**src/hw/nco_pkg.sv**
```systemverilog
package nco_pkg;

    // host command opcodes
    typedef enum logic [1:0] {
        OP_NOP         = 2'd0,
        OP_SET_FREQ    = 2'd1,
        OP_SET_SHAPE   = 2'd2,
        OP_CLEAR_PHASE = 2'd3
    } nco_opcode_t;

    // unity gain, the scaler shifts right by 7
    localparam logic [7:0] GAIN_UNITY = 8'd128;

    typedef struct packed {
        logic [13:0] pad;
        logic [15:0] tuning;
    } nco_freq_view_t;

    typedef struct packed {
        logic [5:0]  pad;
        logic [7:0]  gain;
        logic [15:0] offset;
    } nco_shape_view_t;

    // same payload bits, read by opcode
    typedef union packed {
        nco_freq_view_t  freq;
        nco_shape_view_t shape;
    } nco_payload_u;

    typedef struct packed {
        nco_opcode_t  opcode;
        nco_payload_u payload;
    } nco_cmd_t;

    typedef struct packed {
        logic [15:0] tuning;
        logic [15:0] offset;
        logic [7:0]  gain;
    } nco_settings_t;

endpackage

```
**src/hw/wave_pkg.sv**
```systemverilog
package wave_pkg;

    localparam int PHASE_BITS  = 16;
    localparam int SAMPLE_BITS = 16;

    // phase word handed from the accumulator to the table
    typedef struct packed {
        logic                  valid;
        logic [PHASE_BITS-1:0] phase;
    } phase_t;

    // signed sample between table, scaler and output
    typedef struct packed {
        logic                          valid;
        logic signed [SAMPLE_BITS-1:0] value;
    } sample_t;

endpackage

```
**src/hw/nco_cmd_decode.sv**
```systemverilog
`timescale 1ns/1ns

module nco_cmd_decode (
    input  logic                  clk,
    input  logic                  rst,
    input  logic                  cmd_valid,
    input  nco_pkg::nco_cmd_t     cmd,
    output nco_pkg::nco_settings_t settings,
    output logic                  phase_clear
);
    import nco_pkg::*;

    nco_freq_view_t  freq_view;
    nco_shape_view_t shape_view;

    // both readings of the payload, the opcode picks one
    always_comb begin
        freq_view  = cmd.payload.freq;
        shape_view = cmd.payload.shape;
    end

    always_ff @(posedge clk) begin
        if (rst) begin
            settings.tuning <= '0;
            settings.offset <= '0;
            settings.gain   <= GAIN_UNITY;
            phase_clear     <= 1'b0;
        end else begin
            // clear is a single cycle pulse
            phase_clear <= 1'b0;
            if (cmd_valid) begin
                case (cmd.opcode)
                    OP_SET_FREQ: begin
                        settings.tuning <= freq_view.tuning;
                    end
                    OP_SET_SHAPE: begin
                        settings.offset <= shape_view.offset;
                        settings.gain   <= shape_view.gain;
                    end
                    OP_CLEAR_PHASE: begin
                        phase_clear <= 1'b1;
                    end
                    default: begin
                        // nop keeps everything as it is
                    end
                endcase
            end
        end
    end

endmodule

```
**src/hw/phase_accumulator.sv**
```systemverilog
`timescale 1ns/1ns

module phase_accumulator #(
    parameter int PHASE_WIDTH = 16
) (
    input  logic                   clk,
    input  logic                   rst,
    input  logic                   en,
    input  logic                   phase_clear,
    input  logic [PHASE_WIDTH-1:0] tuning,
    input  logic [PHASE_WIDTH-1:0] offset,
    output wave_pkg::phase_t       phase
);

    logic [PHASE_WIDTH-1:0] acc;
    logic [PHASE_WIDTH-1:0] acc_now;

    // a clear zeroes the value used in this very cycle,
    // so the next enabled cycle starts from phase 0
    assign acc_now = phase_clear ? '0 : acc;

    always_ff @(posedge clk) begin
        if (rst) begin
            acc <= '0;
        end else if (en) begin
            // wraps naturally at 2**PHASE_WIDTH
            acc <= acc_now + tuning;
        end else begin
            acc <= acc_now;
        end
    end

    // phase before the addition, shifted by the offset
    always_ff @(posedge clk) begin
        phase.phase <= acc_now + offset;
        if (rst) begin
            phase.valid <= 1'b0;
        end else begin
            phase.valid <= en;
        end
    end

endmodule

```
**src/hw/quarter_sine_lut.sv**
```systemverilog
`timescale 1ns/1ns

module quarter_sine_lut #(
    parameter int PHASE_WIDTH  = 16,
    parameter int SAMPLE_WIDTH = 16,
    parameter int TABLE_BITS   = 5
) (
    input  logic              clk,
    input  logic              rst,
    input  wave_pkg::phase_t  phase,
    output wave_pkg::sample_t raw
);

    localparam int STEPS = 2 ** TABLE_BITS;
    localparam int PEAK  = 2 ** (SAMPLE_WIDTH - 2) - 1;
    localparam real PI   = 3.14159265358979;

    // one extra word so the peak is reachable when mirroring
    typedef logic [SAMPLE_WIDTH-1:0] table_t [0:STEPS];

    function automatic table_t build_table();
        table_t t;
        real    angle;
        for (int k = 0; k <= STEPS; k++) begin
            angle = 2.0 * PI * k / (4.0 * STEPS);
            t[k]  = SAMPLE_WIDTH'($rtoi(PEAK * $sin(angle) + 0.5));
        end
        return t;
    endfunction

    localparam table_t SINE_TABLE = build_table();

    logic [TABLE_BITS+1:0]          index;
    logic [1:0]                     quadrant;
    logic [TABLE_BITS-1:0]          step;
    logic [TABLE_BITS:0]            addr;
    logic signed [SAMPLE_WIDTH-1:0] mag;

    assign index    = phase.phase[PHASE_WIDTH-1 -: TABLE_BITS+2];
    assign quadrant = index[TABLE_BITS+1:TABLE_BITS];
    assign step     = index[TABLE_BITS-1:0];

    // odd quadrants run the table backwards
    always_comb begin
        if (quadrant[0]) begin
            addr = (TABLE_BITS+1)'(STEPS) - {1'b0, step};
        end else begin
            addr = {1'b0, step};
        end
        mag = $signed(SINE_TABLE[addr]);
    end

    always_ff @(posedge clk) begin
        // second half of the period is negative
        raw.value <= quadrant[1] ? -mag : mag;
        if (rst) begin
            raw.valid <= 1'b0;
        end else begin
            raw.valid <= phase.valid;
        end
    end

endmodule

```
**src/hw/amplitude_scaler.sv**
```systemverilog
`timescale 1ns/1ns

module amplitude_scaler #(
    parameter int SAMPLE_WIDTH = 16
) (
    input  logic              clk,
    input  logic              rst,
    input  wave_pkg::sample_t raw,
    input  logic [7:0]        gain,
    output wave_pkg::sample_t sample
);

    localparam int PROD_WIDTH = SAMPLE_WIDTH + 9;
    localparam logic signed [SAMPLE_WIDTH-1:0] MAX_VAL = {1'b0, {(SAMPLE_WIDTH-1){1'b1}}};
    localparam logic signed [SAMPLE_WIDTH-1:0] MIN_VAL = {1'b1, {(SAMPLE_WIDTH-1){1'b0}}};

    logic [7:0]                     gain_q1;
    logic [7:0]                     gain_q2;
    logic signed [PROD_WIDTH-1:0]   product;
    logic signed [PROD_WIDTH-1:0]   scaled;
    logic signed [SAMPLE_WIDTH-1:0] clipped;

    // gain delayed by the accumulator and table registers
    // so each sample is scaled with the gain of its own enabled cycle
    always_ff @(posedge clk) begin
        gain_q1 <= gain;
        gain_q2 <= gain_q1;
    end

    always_comb begin
        // gain is unsigned, 128 is unity
        product = $signed(raw.value) * $signed({1'b0, gain_q2});
        scaled  = product >>> 7;
        if (scaled > MAX_VAL) begin
            clipped = MAX_VAL;
        end else if (scaled < MIN_VAL) begin
            clipped = MIN_VAL;
        end else begin
            clipped = scaled[SAMPLE_WIDTH-1:0];
        end
    end

    always_ff @(posedge clk) begin
        sample.value <= clipped;
        if (rst) begin
            sample.valid <= 1'b0;
        end else begin
            sample.valid <= raw.valid;
        end
    end

endmodule

```
**src/hw/nco_top.sv**
```systemverilog
`timescale 1ns/1ns

module nco_top #(
    parameter int PHASE_WIDTH  = 16,
    parameter int SAMPLE_WIDTH = 16,
    parameter int TABLE_BITS   = 5
) (
    input  logic                           clk,
    input  logic                           rst,
    input  logic                           en,
    input  logic                           cmd_valid,
    input  nco_pkg::nco_cmd_t              cmd,
    output logic signed [SAMPLE_WIDTH-1:0] sample,
    output logic                           sample_valid
);
    import nco_pkg::*;
    import wave_pkg::*;

    nco_settings_t settings;
    logic          phase_clear;
    phase_t        phase;
    sample_t       raw;
    sample_t       result;

    // decode
    nco_cmd_decode i_decode (
        .clk         (clk),
        .rst         (rst),
        .cmd_valid   (cmd_valid),
        .cmd         (cmd),
        .settings    (settings),
        .phase_clear (phase_clear)
    );

    // execute
    phase_accumulator #(
        .PHASE_WIDTH (PHASE_WIDTH)
    ) i_accumulator (
        .clk         (clk),
        .rst         (rst),
        .en          (en),
        .phase_clear (phase_clear),
        .tuning      (settings.tuning),
        .offset      (settings.offset),
        .phase       (phase)
    );

    quarter_sine_lut #(
        .PHASE_WIDTH  (PHASE_WIDTH),
        .SAMPLE_WIDTH (SAMPLE_WIDTH),
        .TABLE_BITS   (TABLE_BITS)
    ) i_lut (
        .clk   (clk),
        .rst   (rst),
        .phase (phase),
        .raw   (raw)
    );

    // result
    amplitude_scaler #(
        .SAMPLE_WIDTH (SAMPLE_WIDTH)
    ) i_scaler (
        .clk    (clk),
        .rst    (rst),
        .raw    (raw),
        .gain   (settings.gain),
        .sample (result)
    );

    assign sample       = result.value;
    assign sample_valid = result.valid;

endmodule

```
**config.mk**
```make
export PLATFORM = sky130hd
export DESIGN_NAME = nco_top
export DESIGN_NICKNAME = d
export VERILOG_FILES = /design/src/hw/nco_pkg.sv /design/src/hw/wave_pkg.sv /design/src/hw/nco_cmd_decode.sv /design/src/hw/phase_accumulator.sv /design/src/hw/quarter_sine_lut.sv /design/src/hw/amplitude_scaler.sv /design/src/hw/nco_top.sv
export SDC_FILE = /design/constraint.sdc
export NUM_CORES = 1
export LEC_CHECK = 0
export ABC_AREA = 1
export BUFFER_PORTS_ARGS = -buffer_cell sky130_fd_sc_hd__buf_2
export CORE_ASPECT_RATIO = 0.9
export CORE_MARGIN = 4
export CORE_UTILIZATION = 30
export DETAILED_ROUTE_END_ITERATION = 6
export MAX_ROUTING_LAYER = met4
export SYNTH_ARGS = -nofsm -noshare
export SYNTH_HDL_FRONTEND = slang
export SYNTH_HIERARCHICAL = 1
export SYNTH_SLANG_ARGS = --single-unit
```
**constraint.sdc**
```tcl
create_clock -name clk -period 8.8 [get_ports clk]
set_input_delay 1.32 -clock clk [delete_from_list [all_inputs] [get_ports clk]]
set_output_delay 1.32 -clock clk [all_outputs]
set_load 0.05 [all_outputs]
```
# After elaboration in Yosys (flattened, before gate mapping)
# Memory sizes are Yosys's and may differ from the RTL's.
# Index checks and enable logic that the tools add are counted.
# totals
n_memories,1
regBits,124
inputBits,36
wordCells,38
rom_bits,1024
# mem_list
memory,depth,width,rd,rd_clocked_by_memory_dff,write_ports,line_no,rtl
(no name shown),64,16,1,0,0,quarter_sine_lut.sv:50,mag = $signed(SINE_TABLE[addr]);
# classes
multipliers,1
n_lt_le_gt_ge,3
eq_ne,3
bitwise_logic,2
add_sub_neg,4
muxes,8
reduce_logical,3
# op_table
operator,n
$mux 16,6
$add 16x16->16,2
$mul 16x9->25,1
$gt 18x16->1 const B,1
$lt 18x16->1 const B,1
$neg 16->16,1
$ge 7x7->1 const B,1
$not 6->7,1
$mux 6,1
$sub 6x5->6 const A,1
$eq 2x2->1 const B,2
$reduce_and 2->1,2
$eq 2x1->1 const B,1
$reduce_or 2->1,1
$mux 1,1
$not 1->1,1

# Depth between registers and ports, before layout
# depth
depth_word,8
mapped_depth,28
ltp_nobuf,25

# Modules after synthesis
# The synthesis kept the hierarchy.
# modules_own_cells
module,instances,seq_area_each_um2,cells_each,area_per_inst_um2
amplitude_scaler,1,660.6,823,5901.9
phase_accumulator,1,660.6,508,2934.1
quarter_sine_lut,1,340.3,316,1919.3
nco_cmd_decode,1,820.8,258,1666.6

# Least setup slack after synthesis
# Ideal clock, no wire load.
# synth_path
path_kind,flip-flop to flip-flop
startpoint,"register, netlist name i_lut/raw[15]"
endpoint,"register, netlist name i_scaler/sample[0]"
path_buffers,2
slack_ns,4.245
synth_period_minus_slack_ns,4.555
stages_incl_launch_ff,24
setup_time_ns,0.113
arrival_time_ns,4.441
required_time_ns,8.687
cell_sequence,dfxtp_1 -> clkbuf_1 -> nand2_1 -> inv_1 -> fa_1 -> inv_1 -> fa_1 -> inv_1 -> fa_1 -> inv_1 -> fa_1 -> inv_1 -> ha_1 -> nand2_1 -> nor2_1 -> and2_1 -> and3_1 -> nand2_1 -> nand2_1 -> nand2_1 -> nand2_2 -> o21bai_4 -> buf_6 -> nand2_1
# synth_via
elab_chain_cells,3
# synth_rtl
item,line_no,rtl
$mul 16x9->25 (*),amplitude_scaler.sv:32,"product = $signed(raw.value) * $signed({1'b0, gain_q2});"
$lt 18x16->1,amplitude_scaler.sv:36,end else if (scaled < MIN_VAL) begin
$mux 16,amplitude_scaler.sv:36,
# Mark *: on every way between the ends. The rest lies on a longest branch, timed or not.
# A chain may end at the register's enable or synchronous reset.

# Worst setup path in the final report
# layout_path
startpoint,register i_scaler.gain_q2[0]
endpoint,"register, netlist name i_scaler/sample[8]"
# layout_via
elab_chain_cells,3
# layout_rtl
item,line_no,rtl
from (decl),amplitude_scaler.sv:18,logic [7:0] gain_q2;
from (signal assigned),amplitude_scaler.sv:27,gain_q2 <= gain_q1;
$mul 16x9->25 (*),amplitude_scaler.sv:32,
$lt 18x16->1,amplitude_scaler.sv:36,
$mux 16,amplitude_scaler.sv:36,
# Marks and branches as above.

==> impl_metrics.env <==
export IMPL_final_max_slew_violation_count=0
export IMPL_ir_drop_mv=0.274
export IMPL_power_per_cell_area_nw_per_um2=296
export IMPL_cts_max_level=4
export IMPL_first_pass_iters=5
export IMPL_via_per_inst=4.43
export IMPL_cp_common_cell="nand2_1"
export IMPL_hpwl_mm=22.6
export IMPL_rsz0062_at_grt="false"
export IMPL_floorplan_initialDensity_pct=30.6
export IMPL_whs_ps=325
export IMPL_worstSetupPathType="reg2reg"
export IMPL_post_drt_wl_per_cell_um=11.7
export IMPL_antenna_left=0
export IMPL_reg2regPathDepth=20
export IMPL_finalNetCount=2097
export IMPL_crit_fanout=15
export IMPL_overflow=0
export IMPL_drc=0
export IMPL_internal_power_w=0.00190
export IMPL_portBuffers=46
export IMPL_row_count=69
export IMPL_die_h_um=199
export IMPL_grt_use_total_pct=14.3
export IMPL_syn_area_um2=12200
export IMPL_max_freq_mhz=193
export IMPL_cpMaxStageDelayCell="dfxtp_1"
export IMPL_post_route_min_period_ps=5170
export IMPL_path_cells="nand2_1 -> inv_1 -> fa_1 -> inv_1 -> fa_1 -> fa_1 -> inv_1 -> fa_1 -> ha_1 -> nand2_1 -> nor2_1 -> and2_1 -> and3_1 -> nand2_1 -> nand2_1 -> nand2_1 -> nand2_2 -> nand2_2 -> nand2_1 -> nand2_1"
export IMPL_synth_area_per_cell_um2=6.45
export IMPL_hold_depth=0
export IMPL_p_leak_nw=7.90
export IMPL_setup_viol=0
export IMPL_arrival_ps=5470
export IMPL_pwr_share_clk_pct=16.9
export IMPL_coreArea_um2=39800
export IMPL_r2r_end="i_scaler/sample[8]"
export IMPL_slowest_delay_ps=720
export IMPL_ff_latch_area_um2=2300
export IMPL_sw_frac_of_total_pct=51.9
export IMPL_grt_pass1_vias=10572
export IMPL_gp_congestion=0.915
export IMPL_syn_nets=2087
export IMPL_fin_total_pwr_w=0.00394
export IMPL_fillerInstances=4357
export IMPL_final_layout_size_suffix_gt1_share_pct=8.54
export IMPL_pwr_share_seq_pct=19.9
export IMPL_final_hold_viol_count=0
export IMPL_r2r_slack_ps=3630
export IMPL_crit_required_ps=9100
export IMPL_cts_sinks=115
export IMPL_min_path_type="reg2reg"
export IMPL_cts_setup_buffers=0
export IMPL_worstHoldStart="i_scaler/gain_q1[3]"
export IMPL_cap_violations=0
export IMPL_netlist_instances=1885
export IMPL_stdcell_area_um2=13300
export IMPL_timing_setup_tns_ps=0
export IMPL_wirelength_mm=28.6
export IMPL_vias=10814
export IMPL_cts_buffers=17
export IMPL_drtIter0Drc=686
export IMPL_cp_start_kind="flip-flop"
export IMPL_endpoint_kind="flip-flop"
export IMPL_outcome="complete, no violations"
export IMPL_antenna_found_initial=0
export IMPL_dpl_cell_area_um2=12800
export IMPL_cts_buffer_depth=2
export IMPL_grt_pass1_wl_mm=50.1
export IMPL_clock_skew_ps=16.7
export IMPL_yosysWarnings=6
export IMPL_cts_hold_buf=0
export IMPL_path_clk_slew_ps=50
export IMPL_fin_crit_sh_pct=58.8
export IMPL_post_cts_resized=0
export IMPL_diodes=0
export IMPL_tightest_slew_ps=946
export IMPL_die_w_um=220
export IMPL_timing_rr_start="i_scaler/gain_q2[0]"
export IMPL_dieArea_um2=43800
export IMPL_whs_endpoint="i_scaler/gain_q2[3]"
export IMPL_area_delta_synth_final_pct=9.55
export IMPL_grt_max_degree=48
export IMPL_io_pin_count=53
export IMPL_cts_root_buffer="clkbuf_16"
export IMPL_cts_tree="done"
export IMPL_slew_headroom_pct=36.9
export IMPL_clk_latency_ps=440
export IMPL_multi_input_comb_area_um2=7940
export IMPL_net_switching_power_w=0.00204
export IMPL_power_frac_comb_pct=63.2
## worst max-delay path by stage
stage,from,end,slack [ps],depth (start not counted)
floorplan,i_lut/raw[15],i_scaler/sample[0],4250,23
global placement,i_scaler/gain_q2[0],i_scaler/sample[12],3650,21
detailed placement,i_scaler/gain_q2[0],i_scaler/sample[14],3630,21
CTS,i_scaler/gain_q2[0],i_scaler/sample[14],3600,21
global route,i_scaler/gain_q2[0],i_scaler/sample[13],3140,21
finish,i_scaler/gain_q2[0],i_scaler/sample[8],3630,20
## worst max-delay path: cells and delay by family, from the launching register on
kind	cells	cell delay, ps
fa+ha+maj	5	2460
buf+inv	3	460
flops	1	720
simple gates	12	1370
## power groups by stage
stage / combinational (W) / sequential, W / clock (W)
after global routing: 0.00292 / 0.000802 / 0.000711
after floorplan: 0.00197 / 0.000821 / 0
after CTS: 0.00252 / 0.000784 / 0.000682
final: 0.00249 / 0.000783 / 0.000666
after detailed placement: 0.00250 / 0.000795 / 0
after global placement: 0.00248 / 0.000792 / 0
## state kept, by name, summed over array words and instances, names as in the netlist
name	flops
i_scaler/gain_q2	8
i_scaler/sample	17
i_accumulator/acc	16
i_accumulator/phase	8
i_decode/phase_clear	1
i_scaler/gain_q1	8
i_lut/raw	17
i_decode/settings	40
## cell type report
class                   count  area share [%]
inverters                 428            12.1
well taps                 532            4.99
clock buffers              20            3.35
repair buffers             48            1.84
clock inverters            12           0.920
flip-flops and latches    115            17.3
multi-input cells        1285            59.6
## placed cells by master, fill, tap and decap left out, types with 31 or more instances in the layout
cell type / instances
nor2_1: 162
a21oi_1: 47
fa_1: 101
buf_2: 46
inv_1: 421
nand2_1: 612
nand3_1: 119
nand2_2: 31
dfxtp_1: 115
ha_1: 65
## through the flow
step / std cells / worst slack (ps) / utilization (%)
after floorplan: 1885 / 4250 / -
after global placement: 2408 / 3650 / 32.1
after detailed placement: 2408 / 3630 / 32.1
after CTS: 2440 / 3600 / 33.5
after global routing: 2440 / 3140 / 33.5
final: 2440 / 3630 / 33.5
## routing by layer
| layer | share of wire [%] | routed length (µm) | global-route usage [%] | up-vias |
|---|---|---|---|---|
| li1 | - | - | - | 5579 |
| met4 | 1.8 | 511 | 4.14 | 0 |
| met1 | 49 | 13900 | 19.4 | 4942 |
| met3 | 5.5 | 1580 | 2.46 | 38 |
| met2 | 44 | 12600 | 22.0 | 255 |
| met5 | 0 | 0 | - | - |
(Power assumes the default switching activity.)
